$ cat src/logic/mul_pkg.sv
////////////////////////////////////////////////////////////
// multiplier types shared by the station and the pipeline
// func follows the RV32M multiply group, only four ops
// tag and rob widths live here so rs_pkg can build on them
// the issue packet carries resolved values only, never tags
////////////////////////////////////////////////////////////

package mul_pkg;

    localparam int xlen        = 32; // data width
    localparam int mul_latency = 3;  // issue_valid to result_valid
    localparam int tag_w       = 6;  // physical register tag
    localparam int rob_idx_w   = 5;  // reorder buffer index

    // multiply opcodes
    // mul keeps the low word, the rest keep the high word
    typedef enum logic [1:0] {
        mul    = 2'b00, // low 32, sign does not matter
        mulh   = 2'b01, // high 32, signed x signed
        mulhsu = 2'b10, // high 32, signed x unsigned
        mulhu  = 2'b11  // high 32, unsigned x unsigned
    } mul_func_e;

    // packet from the selector into the multiplier
    typedef struct packed {
        logic [xlen-1:0]      opa;
        logic [xlen-1:0]      opb;
        mul_func_e            func;
        logic [tag_w-1:0]     dest;
        logic [rob_idx_w-1:0] rob;
    } mul_issue_t;

    // result leaving the subsystem, 43 bits
    typedef struct packed {
        logic [xlen-1:0]      value;
        logic [tag_w-1:0]     dest;
        logic [rob_idx_w-1:0] rob;
    } mul_result_t;

endpackage

$ cat src/logic/rs_pkg.sv
////////////////////////////////////////////////////////////
// reservation station sizes and the structs at its edges
// an operand is either a value (ready) or a pending tag
// the cdb is a plain valid strobe with no handshake
// compile after mul_pkg, widths are taken from it
////////////////////////////////////////////////////////////

package rs_pkg;

    localparam int rs_size  = 4;                  // entries
    localparam int rs_idx_w = 2;                  // entry index width
    localparam int preg_w   = mul_pkg::tag_w;     // physical register tag
    localparam int rob_w    = mul_pkg::rob_idx_w; // rob index

    // source operand as it arrives from rename, 39 bits
    typedef struct packed {
        logic                     ready; // value valid, tag ignored
        logic [mul_pkg::xlen-1:0] value;
        logic [preg_w-1:0]        tag;   // producer, used while not ready
    } operand_t;

    // one instruction at dispatch
    typedef struct packed {
        operand_t               opa;
        operand_t               opb;
        mul_pkg::mul_func_e     func;
        logic [preg_w-1:0]      dest;
        logic [rob_w-1:0]       rob;
    } rs_dispatch_t;

    // common data bus, seen by every entry
    typedef struct packed {
        logic                     valid;
        logic [preg_w-1:0]        tag;
        logic [mul_pkg::xlen-1:0] value;
    } cdb_t;

    // what a slot keeps
    // data holds the value when ready, else the tag in its low bits
    typedef struct packed {
        logic                     opa_ready;
        logic [mul_pkg::xlen-1:0] opa_data;
        logic                     opb_ready;
        logic [mul_pkg::xlen-1:0] opb_data;
        mul_pkg::mul_func_e       func;
        logic [preg_w-1:0]        dest;
        logic [rob_w-1:0]         rob;
    } rs_entry_t;

endpackage

$ cat src/logic/rs_dispatch.sv
////////////////////////////////////////////////////////////
// free slot pick and occupancy count for the station
// dispatch while full is illegal and gets no slot
// count moves by +1 per dispatch and -1 per issue
////////////////////////////////////////////////////////////

`timescale 1ns/1ps

module rs_dispatch (
    input  logic                       clock,
    input  logic                       reset,
    input  logic                       flush,
    input  logic                       dispatch_valid,
    input  logic [rs_pkg::rs_size-1:0] busy,
    input  logic                       issue_grant_any,
    output logic [rs_pkg::rs_size-1:0] alloc,
    output logic                       full
);

    logic [rs_pkg::rs_idx_w:0]   count;     // 0 .. rs_size
    logic [rs_pkg::rs_idx_w-1:0] free_idx;  // lowest free slot
    logic                        any_free;

    ////////////////////////////////////////////////////////////
    // free slot search
    ////////////////////////////////////////////////////////////

    // walk down so the lowest free index wins
    always_comb begin
        free_idx = '0;
        any_free = 1'b0;
        for (int i = rs_pkg::rs_size - 1; i >= 0; i--) begin
            if (!busy[i]) begin
                free_idx = rs_pkg::rs_idx_w'(i);
                any_free = 1'b1;
            end
        end
    end

    // one-hot, only on a real dispatch
    always_comb begin
        alloc = '0;
        if (dispatch_valid && any_free)
            alloc[free_idx] = 1'b1;
    end

    ////////////////////////////////////////////////////////////
    // occupancy
    ////////////////////////////////////////////////////////////

    always_ff @(posedge clock) begin
        if (reset || flush) begin
            count <= '0;                   // flush empties every slot
        end else begin
            case ({dispatch_valid, issue_grant_any})
                2'b10:   count <= count + 1'b1;
                2'b01:   count <= count - 1'b1;
                default: count <= count;   // both or neither, no change
            endcase
        end
    end

    assign full = (count == (rs_pkg::rs_idx_w + 1)'(rs_pkg::rs_size));

endmodule

$ cat src/logic/rs_entry.sv
////////////////////////////////////////////////////////////
// one station slot
// snoops the cdb while busy and also in the dispatch cycle
// requests issue once both operands hold values
// alloc and grant never hit the same slot in one cycle
////////////////////////////////////////////////////////////

`timescale 1ns/1ps

module rs_entry (
    input  logic                 clock,
    input  logic                 reset,
    input  logic                 flush,
    input  logic                 alloc,
    input  rs_pkg::rs_dispatch_t dispatch,
    input  rs_pkg::cdb_t         cdb,
    input  logic                 grant,
    output logic                 busy,
    output logic                 request,
    output mul_pkg::mul_issue_t  entry_issue
);

    rs_pkg::rs_entry_t        slot;
    logic [mul_pkg::xlen:0]   opa_in;   // {ready, data} at write time
    logic [mul_pkg::xlen:0]   opb_in;
    logic                     opa_hit;  // wakeup of a stored operand
    logic                     opb_hit;

    // resolve an incoming operand against the bus in the same cycle
    function automatic logic [mul_pkg::xlen:0] resolve(
        input rs_pkg::operand_t op,
        input rs_pkg::cdb_t     bus
    );
        logic hit;
        hit = bus.valid && !op.ready && (bus.tag == op.tag);
        if (op.ready)
            resolve = {1'b1, op.value};
        else if (hit)
            resolve = {1'b1, bus.value};   // broadcast in dispatch cycle
        else
            resolve = {1'b0, {(mul_pkg::xlen - rs_pkg::preg_w){1'b0}}, op.tag};
    endfunction

    assign opa_in = resolve(dispatch.opa, cdb);
    assign opb_in = resolve(dispatch.opb, cdb);

    // tag sits in the low bits of data while not ready
    assign opa_hit = cdb.valid && !slot.opa_ready
                     && (slot.opa_data[rs_pkg::preg_w-1:0] == cdb.tag);
    assign opb_hit = cdb.valid && !slot.opb_ready
                     && (slot.opb_data[rs_pkg::preg_w-1:0] == cdb.tag);

    ////////////////////////////////////////////////////////////
    // occupancy
    ////////////////////////////////////////////////////////////

    always_ff @(posedge clock) begin
        if (reset || flush)
            busy <= 1'b0;
        else if (alloc)
            busy <= 1'b1;
        else if (grant)
            busy <= 1'b0;   // leaves for the multiplier this edge
    end

    ////////////////////////////////////////////////////////////
    // payload, write or wakeup
    ////////////////////////////////////////////////////////////

    always_ff @(posedge clock) begin
        if (alloc) begin
            {slot.opa_ready, slot.opa_data} <= opa_in;
            {slot.opb_ready, slot.opb_data} <= opb_in;
            slot.func <= dispatch.func;
            slot.dest <= dispatch.dest;
            slot.rob  <= dispatch.rob;
        end else if (busy) begin
            if (opa_hit) begin
                slot.opa_ready <= 1'b1;
                slot.opa_data  <= cdb.value;
            end
            if (opb_hit) begin
                slot.opb_ready <= 1'b1;
                slot.opb_data  <= cdb.value;
            end
        end
    end

    assign request = busy && slot.opa_ready && slot.opb_ready;

    // both data fields are values whenever request is high
    assign entry_issue = '{opa:  slot.opa_data,
                           opb:  slot.opb_data,
                           func: slot.func,
                           dest: slot.dest,
                           rob:  slot.rob};

endmodule

$ cat src/logic/rs_issue_select.sv
////////////////////////////////////////////////////////////
// fixed priority issue, lowest entry index first
// grant is combinational, the packet is registered
// no fairness, a low slot that keeps requesting wins
////////////////////////////////////////////////////////////

`timescale 1ns/1ps

module rs_issue_select (
    input  logic                       clock,
    input  logic                       reset,
    input  logic                       flush,
    input  logic [rs_pkg::rs_size-1:0] request,
    input  mul_pkg::mul_issue_t        entry_issue [rs_pkg::rs_size],
    output logic [rs_pkg::rs_size-1:0] grant,
    output logic                       issue_grant_any,
    output logic                       issue_valid,
    output mul_pkg::mul_issue_t        issue
);

    logic [rs_pkg::rs_idx_w-1:0] sel_idx;   // index of the granted slot

    ////////////////////////////////////////////////////////////
    // priority pick
    ////////////////////////////////////////////////////////////

    always_comb begin
        sel_idx = '0;
        for (int i = rs_pkg::rs_size - 1; i >= 0; i--) begin
            if (request[i])
                sel_idx = rs_pkg::rs_idx_w'(i);   // last hit is the lowest
        end
    end

    always_comb begin
        grant = '0;
        if (|request)
            grant[sel_idx] = 1'b1;
    end

    assign issue_grant_any = |request;

    ////////////////////////////////////////////////////////////
    // issue register
    ////////////////////////////////////////////////////////////

    always_ff @(posedge clock) begin
        if (reset || flush)
            issue_valid <= 1'b0;
        else
            issue_valid <= issue_grant_any;   // drops in idle cycles
    end

    // payload only, qualified by issue_valid
    always_ff @(posedge clock) begin
        if (issue_grant_any)
            issue <= entry_issue[sel_idx];
    end

endmodule

$ cat src/logic/mul_pipe.sv
////////////////////////////////////////////////////////////
// three stage 33x33 signed multiplier
// takes one op per cycle, no stall input
// stage 1 extends, stage 2 multiplies, stage 3 picks a half
// flush kills every op in flight
////////////////////////////////////////////////////////////

`timescale 1ns/1ps

module mul_pipe (
    input  logic                clock,
    input  logic                reset,
    input  logic                flush,
    input  logic                issue_valid,
    input  mul_pkg::mul_issue_t issue,
    output logic                result_valid,
    output mul_pkg::mul_result_t result
);

    // side band that follows each op down the pipe
    typedef struct packed {
        mul_pkg::mul_func_e              func;
        logic [mul_pkg::tag_w-1:0]       dest;
        logic [mul_pkg::rob_idx_w-1:0]   rob;
    } side_t;

    logic [mul_pkg::mul_latency-1:0] valid_sr;   // bit k = stage k+1
    side_t                           s1_side;
    side_t                           s2_side;
    logic signed [mul_pkg::xlen:0]   s1_a;       // 33 bit extended
    logic signed [mul_pkg::xlen:0]   s1_b;
    logic signed [2*mul_pkg::xlen+1:0] s2_prod;  // 66 bit product
    logic                            a_signed;
    logic                            b_signed;

    // opa is unsigned only for mulhu, opb is signed only for mulh
    // mul takes the low half so its extension is irrelevant
    assign a_signed = (issue.func != mul_pkg::mulhu);
    assign b_signed = (issue.func == mul_pkg::mulh) || (issue.func == mul_pkg::mul);

    ////////////////////////////////////////////////////////////
    // valids
    ////////////////////////////////////////////////////////////

    always_ff @(posedge clock) begin
        if (reset || flush)
            valid_sr <= '0;
        else
            valid_sr <= {valid_sr[mul_pkg::mul_latency-2:0], issue_valid};
    end

    assign result_valid = valid_sr[mul_pkg::mul_latency-1];

    ////////////////////////////////////////////////////////////
    // datapath, no reset
    ////////////////////////////////////////////////////////////

    always_ff @(posedge clock) begin
        // stage 1, extend
        s1_a    <= {a_signed & issue.opa[mul_pkg::xlen-1], issue.opa};
        s1_b    <= {b_signed & issue.opb[mul_pkg::xlen-1], issue.opb};
        s1_side <= '{func: issue.func, dest: issue.dest, rob: issue.rob};

        // stage 2, multiply
        s2_prod <= s1_a * s1_b;
        s2_side <= s1_side;

        // stage 3, low or high word
        if (s2_side.func == mul_pkg::mul)
            result.value <= s2_prod[mul_pkg::xlen-1:0];
        else
            result.value <= s2_prod[2*mul_pkg::xlen-1:mul_pkg::xlen];
        result.dest <= s2_side.dest;
        result.rob  <= s2_side.rob;
    end

endmodule

$ cat src/logic/rs_mul_top.sv
////////////////////////////////////////////////////////////
// multiply reservation station with its own multiplier
// the caller must not dispatch while full is high
// results leave here, the core drives the cdb back in
// flush drops all waiting and in flight ops
////////////////////////////////////////////////////////////

`timescale 1ns/1ps

module rs_mul_top (
    input  logic                 clock,
    input  logic                 reset,
    input  logic                 dispatch_valid,
    input  rs_pkg::rs_dispatch_t dispatch,
    input  rs_pkg::cdb_t         cdb,
    input  logic                 flush,
    output logic                 full,
    output logic                 result_valid,
    output mul_pkg::mul_result_t result
);

    logic [rs_pkg::rs_size-1:0] alloc;       // one-hot write enable
    logic [rs_pkg::rs_size-1:0] busy;
    logic [rs_pkg::rs_size-1:0] request;     // both operands ready
    logic [rs_pkg::rs_size-1:0] grant;       // one-hot or zero
    logic                       issue_grant_any;
    logic                       issue_valid;
    mul_pkg::mul_issue_t        issue;
    mul_pkg::mul_issue_t        entry_issue [rs_pkg::rs_size];

    ////////////////////////////////////////////////////////////
    // station
    ////////////////////////////////////////////////////////////

    rs_dispatch u_rs_dispatch (
        .clock           (clock),
        .reset           (reset),
        .flush           (flush),
        .dispatch_valid  (dispatch_valid),
        .busy            (busy),
        .issue_grant_any (issue_grant_any),
        .alloc           (alloc),
        .full            (full)
    );

    for (genvar i = 0; i < rs_pkg::rs_size; i++) begin : g_entry
        rs_entry u_rs_entry (
            .clock       (clock),
            .reset       (reset),
            .flush       (flush),
            .alloc       (alloc[i]),
            .dispatch    (dispatch),     // same packet to all, alloc picks
            .cdb         (cdb),
            .grant       (grant[i]),
            .busy        (busy[i]),
            .request     (request[i]),
            .entry_issue (entry_issue[i])
        );
    end

    rs_issue_select u_rs_issue_select (
        .clock           (clock),
        .reset           (reset),
        .flush           (flush),
        .request         (request),
        .entry_issue     (entry_issue),
        .grant           (grant),
        .issue_grant_any (issue_grant_any),
        .issue_valid     (issue_valid),
        .issue           (issue)
    );

    ////////////////////////////////////////////////////////////
    // execution
    ////////////////////////////////////////////////////////////

    mul_pipe u_mul_pipe (
        .clock        (clock),
        .reset        (reset),
        .flush        (flush),
        .issue_valid  (issue_valid),
        .issue        (issue),
        .result_valid (result_valid),
        .result       (result)
    );

endmodule

$ cat config.mk
export PLATFORM = sky130hd
export DESIGN_NAME = rs_mul_top
export DESIGN_NICKNAME = d
export VERILOG_FILES = /design/src/logic/mul_pkg.sv /design/src/logic/rs_pkg.sv /design/src/logic/rs_dispatch.sv /design/src/logic/rs_entry.sv /design/src/logic/rs_issue_select.sv /design/src/logic/mul_pipe.sv /design/src/logic/rs_mul_top.sv
export SDC_FILE = /design/constraint.sdc
export NUM_CORES = 2
export LEC_CHECK = 0
export BUFFER_PORTS_ARGS = -buffer_cell sky130_fd_sc_hd__buf_4
export CAP_MARGIN = 20
export CORE_ASPECT_RATIO = 1.2
export CORE_MARGIN = 2
export CORE_UTILIZATION = 35
export DETAILED_ROUTE_END_ITERATION = 7
export GPL_TIMING_DRIVEN = 0
export PLACE_DENSITY = 0.58
export SETUP_SLACK_MARGIN = 0.3
export SKIP_CTS_REPAIR_TIMING = 1
export SYNTH_ARGS = -nofsm -noshare
export SYNTH_HDL_FRONTEND = slang
export SYNTH_HIERARCHICAL = 1
export SYNTH_SLANG_ARGS = --single-unit
export TNS_END_PERCENT = 50
$ cat constraint.sdc
create_clock -name clock -period 12.8 [get_ports clock]
set_input_delay 1.92 -clock clock [delete_from_list [all_inputs] [get_ports clock]]
set_output_delay 1.92 -clock clock [all_outputs]
set_load 0.005 [all_outputs]
# Yosys cells after proc, flatten, opt, wreduce, memory -nomap -nowiden
# Cells that the tools add are included.
[totals]
word_cells = 200
romBits = 0
mem_count = 0
output_inout_bits = 45
input_bits = 134
reg_bits = 603
ramBits = 0
latch_bits = 0
[classes]
n_addsub = 2
n_reduce_logical = 71
n_mul = 1
n_eq_ne = 15
bitwise_logic = 3
order_cmp = 5
muxes = 51
shift = 0
div_mod_pow = 0
[op_table]
columns = ["operator", "count"]
rows = [
  ["$mux 66", 8],
  ["$mux 33", 12],
  ["$bmux 77 s2", 1],
  ["$mux 77", 2],
  ["$mul 33x33->64", 1],
  ["$eq 6x6->1", 10],
  ["$reduce_bool 2->1", 17],
  ["$mux 32", 1],
  ["$logic_and 1x1->1", 31],
  ["$mux 2", 8],
  ["$reduce_and 2->1", 8],
  ["$mux 1", 14],
  ["$logic_not 1->1", 10],
  ["$mux 4", 2],
  ["$lt 2x3->1 const B", 2],
  ["$pmux 3 s2", 1],
  ["$demux 1 s2", 2],
  ["$eq 2x1->1 const B", 2],
  ["$ge 2x1->1 const B", 2],
  ["$logic_not 2->1", 2],
  ["$reduce_or 4->1", 1],
  ["$add 3x1->3 const B", 1],
  ["$eq 3x3->1 const B", 1],
  ["$ge 3x3->1 const B", 1],
  ["other kinds (6)", 8],
]

# Depth between registers and ports, before layout
[depth]
ltp_word = 13
ltp_mapped = 30
depth_no_buf = 28

# Hierarchy
# Netlist, hierarchy kept.
[modules_own_cells]
columns = ["mod", "area_each_um2", "cells_per_inst", "seq_area_each_um2", "n_inst"]
rows = [
  ["mul_pipe", 42609.6, 4361, 4043.9, 1],
  ["rs_entry", 4224.1, 333, 2392.3, 4],
  ["rs_issue_select", 4800.9, 450, 2332.2, 1],
  ["rs_dispatch", 187.7, 21, 60.1, 1],
]

# Worst setup path after synthesis
# Ideal clock, no wire load.
[synth_path]
path_type = "register to register"
from = "register u_mul_pipe/s1_a[32] (netlist name)"
to = "register u_mul_pipe/s2_prod[62] (netlist name)"
period_less_slack_ps = 7796
required_ps = 12718
setup_ps = 82
arrival_time_ps = 7714
path_stages_with_launch = 24
slack_ps = 5004
n_path_buf = 1
cell_sequence = "dfxtp_1 > clkbuf_1 > nand2_1 > inv_1 > fa_1 > fa_1 > fa_1 > inv_1 > fa_1 > inv_1 > fa_1 > fa_1 > fa_1 > inv_1 > fa_1 > inv_1 > ha_1 > a41oi_1 > o21ai_0 > a211oi_4 > a21boi_2 > o221a_4 > or4_1 > o2111ai_1"
[synth_via]
elab_chain_cells = 1
[synth_rtl]
columns = ["element", "line_no", "text"]
rows = [
  ["from (decl)", "mul_pipe.sv:30", "logic signed [mul_pkg::xlen:0] s1_a;"],
  ["from (signal assigned)", "mul_pipe.sv:60", "s1_a <= {a_signed & issue.opa[mul_pkg::xlen-1], issue.opa};"],
  ["$mul 33x33->64", "mul_pipe.sv:65", "s2_prod <= s1_a * s1_b;"],
  ["to (signal assigned)", "mul_pipe.sv:65", ""],
  ["to (decl)", "mul_pipe.sv:32", "logic signed [2*mul_pkg::xlen+1:0] s2_prod;"],
]
# No other way between the ends.
# A chain may end at the register's enable or synchronous reset.

# Worst setup path in the final report
[layout_path]
from = "register u_mul_pipe/s1_b[3] (netlist name)"
to = "register u_mul_pipe/s2_prod[62] (netlist name)"
[layout_via]
elab_chain_cells = 1
[layout_rtl]
columns = ["element", "line_no", "text"]
rows = [
  ["from (decl)", "mul_pipe.sv:31", "logic signed [mul_pkg::xlen:0] s1_b;"],
  ["from (signal assigned)", "mul_pipe.sv:61", "s1_b <= {b_signed & issue.opb[mul_pkg::xlen-1], issue.opb};"],
  ["$mul 33x33->64", "mul_pipe.sv:65", ""],
]
# No other way between the ends.

==> impl_metrics.ini <==
[placement]
place_congestion = 1.094
portBuffers = 178
placed_cell_area_um2 = 69150
placed_cells = 8792
hpwl_mm = 197.5

[timing]
hold_violations = 0
fin_tns_setup_ps = 0
fin_crit_sh_pct = 78.11
final-max-slew-violation-count = 0
fmax_ghz = 0.1000
maxSlewHeadroom_pct = 15.02
finalClockSkew_ps = 50.47
report.final.setup_viol = 0
grt_setup_unrepaired = no
min_period_ps = 9998
tightest_slew_ps = 1275

[global_route]
grt_max_degree = 44
grtUsageTotal_pct = 25.98
grt_pass1_wl_mm = 345.2
grt_pass1_vias = 48240
overflow = 0
antenna_found_initial = 23

[synthesis]
ys.warnings.count = 6
avgSynthCellArea_um2 = 10.46
synthTopCellsByArea = fa_1 (35%), edfxtp_1 (18%), inv_1 (7.0%)
syn-cell-area_um2 = 64490
synth_cell_type_count = 69
synth_top_area_share_pct = 34.95
yosysMostFrequentCell = inv_1
synth_cells = 6164
yosysSeqAreaShare_pct = 24.82
postSynth.asyncResetShare_pct = 0
synth-edff-count = 393
synthFlopType = edfxtp_1
yosysTopAreaCell = fa_1
synth_common_cells = inv_1 (1205), fa_1 (1126), nand2_1 (587), and2_1 (555), edfxtp_1 (393)
ys_ff_latch = 603
syn_nets = 7637

[clock_tree]
clockRootBuffer = clkbuf_16
ctsHtreeMaxLevel = 3
clock_latency_ps = 710
cts-buffers-inserted = 67
cts.sinks = 603
path_clk_slew_ps = 90
cts.path.max_buffers = 3
cts_tree = done

[setup_path]
reg2reg_from = u_mul_pipe/s1_b[3]$_DFF_P_
worstPathRequired_ps = 13380
path_delay_family = adder cells
endpoint = u_mul_pipe/s2_prod[62]$_DFF_P_
worstPathCellList = clkbuf_1 > nand2_1 > inv_1 > fa_1 > fa_1 > fa_1 > inv_1 > fa_1 > inv_1 > fa_1 > fa_1 > fa_1 > fa_1 > ha_1 > a41oi_1 > o21ai_0 > a211oi_4 > a21boi_2 > o221a_4 > or4_1 > o2111ai_1
crit_path_frequent_cell = fa_1
critPathMaxStageDelay_ps = 1110
crit_buf_inv = 4
crit_fanout = 10
timing.critical_path.from = u_mul_pipe/s1_b[3]$_DFF_P_
endpoint_kind = register
cp_slowest_cell = fa_1
rrSetupSlack_ps = 2800
critPathLaunchType = register
cp.depth = 21
critPathArrivalTime_ps = 10580
path_class = register to register
rr_endpoint = u_mul_pipe/s2_prod[62]$_DFF_P_
rr_worst_depth = 21

[finish]
layout.nets = 7899
post-route-cell-area_um2 = 71480
final_cells = 8937
drive_gt1_share_pct = 11.44
syn2layout_area_growth_pct = 10.83

[routing]
drt-initial-drc-count = 4221
vias = 45860
wl_per_cell_um = 27.23
drc = 0
first_pass_iters = 8
via_per_inst = 5.131
routed_wl_mm = 243.4
postRouteAntennaNets = 0

[floorplanning]
fp.dieArea_um2 = 187700
fp-row-count = 172
fp.dieH_um = 474.2
core_um2 = 183100
pin_count = 179
start_util_pct = 35.22
die_w_um = 395.9

[run_status]
status = completed

[hold_path]
min_path_type = register to register
min_path_cells = 0

[job]
maxCapViolations = 0
cell families (layout without fill, tap and decap cells):
family / after synthesis / count (layout) / share of synthesized area, %
AND/OR/NAND/NOR: 1391 / 1391 / 10.96
other: 0 / 21 / 0
flip-flops: 603 / 603 / 24.82
adder cells (fa/ha/maj): 1339 / 1339 / 39.08
buffers and inverters: 1842 / 2158 / 12.75
XOR/XNOR: 176 / 176 / 2.390
multiplexers: 33 / 33 / 0.5743
AO/OA/AOI/OAI: 780 / 780 / 9.434
stage by stage:
stage          utilization, %  hold slack, ps  setup slack (ps)
2_1_floorplan               -           309.6              5004
3_3_place_gp            37.61           310.8              2912
3_5_place_dp            37.76           312.1              2844
4_1_cts                 38.99           298.7              2864
5_1_grt                 39.02           309.8              2475
6_report                39.03           289.5              2802
worst reg2reg max path, delay by kind of cell (launching register included):
family	cells	cell delay, ps
compound gates	6	1370
fa+ha+maj	9	5450
buf+inv	4	1690
flops	1	670
simple gates	2	760
layer usage:
layer	track usage [%]	wire length, um	vias to the layer above
met3	5.416	19630	648
li1	-	-	19550
met4	16.48	18790	8
met2	42.33	112400	2245
met5	0	55	-
met1	31.32	92520	23410
layout make-up:
cell class,instances,area (um^2)
Fill cell,18070,111700
Multi-Input combinational cell,3719,40310
Sequential cell,603,16010
Inverter,1205,4523
Buffer,637,3697
Tap cell,2436,3048
Clock buffer,83,1809
Timing Repair Buffer,193,1577
Clock inverter,40,455.4
Antenna cell,21,52.55
how the worst min path moves through the flow:
stage / slack, ps / start / to
floorplan: 310 / u_mul_pipe/s2_side[0]$_DFF_P_ / u_mul_pipe/result[0]$_DFF_P_
global placement: 310 / u_mul_pipe/s1_side[12]$_DFF_P_ / u_mul_pipe/s2_side[12]$_DFF_P_
detailed placement: 310 / u_mul_pipe/s1_side[5]$_DFF_P_ / u_mul_pipe/s2_side[5]$_DFF_P_
CTS: 300 / u_rs_issue_select/issue[58]$_DFFE_PP_ / u_mul_pipe/s1_a[13]$_DFF_P_
global route: 310 / u_rs_issue_select/issue[23]$_DFFE_PP_ / u_mul_pipe/s1_b[10]$_DFF_P_
finish: 290 / u_rs_issue_select/issue[24]$_DFFE_PP_ / u_mul_pipe/s1_b[11]$_DFF_P_
cells in the final DEF (no fill, tap or decap), types with 189 or more instances in the layout:
master / Yosys / final
edfxtp_1: 393 / 393
clkbuf_1: 268 / 279
fa_1: 1126 / 1126
a22o_1: 284 / 284
inv_1: 1205 / 1205
dfxtp_1: 210 / 210
a21oi_1: 189 / 189
and2_1: 555 / 555
ha_1: 213 / 213
nand2_1: 587 / 586
buf_4: 317 / 496
registers in the layout, summed over array words and instances (netlist names):
signal / count
g_entry.u_rs_entry/entry_issue: 308
u_rs_issue_select/issue: 77
u_mul_pipe/s2_prod: 64
u_mul_pipe/result: 43
u_mul_pipe/s1_a: 33
u_mul_pipe/s1_b: 33
u_mul_pipe/s1_side: 13
u_mul_pipe/s2_side: 13
g_entry.u_rs_entry/slot: 8
g_entry.u_rs_entry/busy: 4
u_mul_pipe/valid_sr: 3
u_rs_dispatch/count: 3
u_rs_issue_select/issue_valid: 1
Power is left out: the tool's default activity adds up to more than one toggle a clock period on the data nets, which glitch-free logic cannot reach.
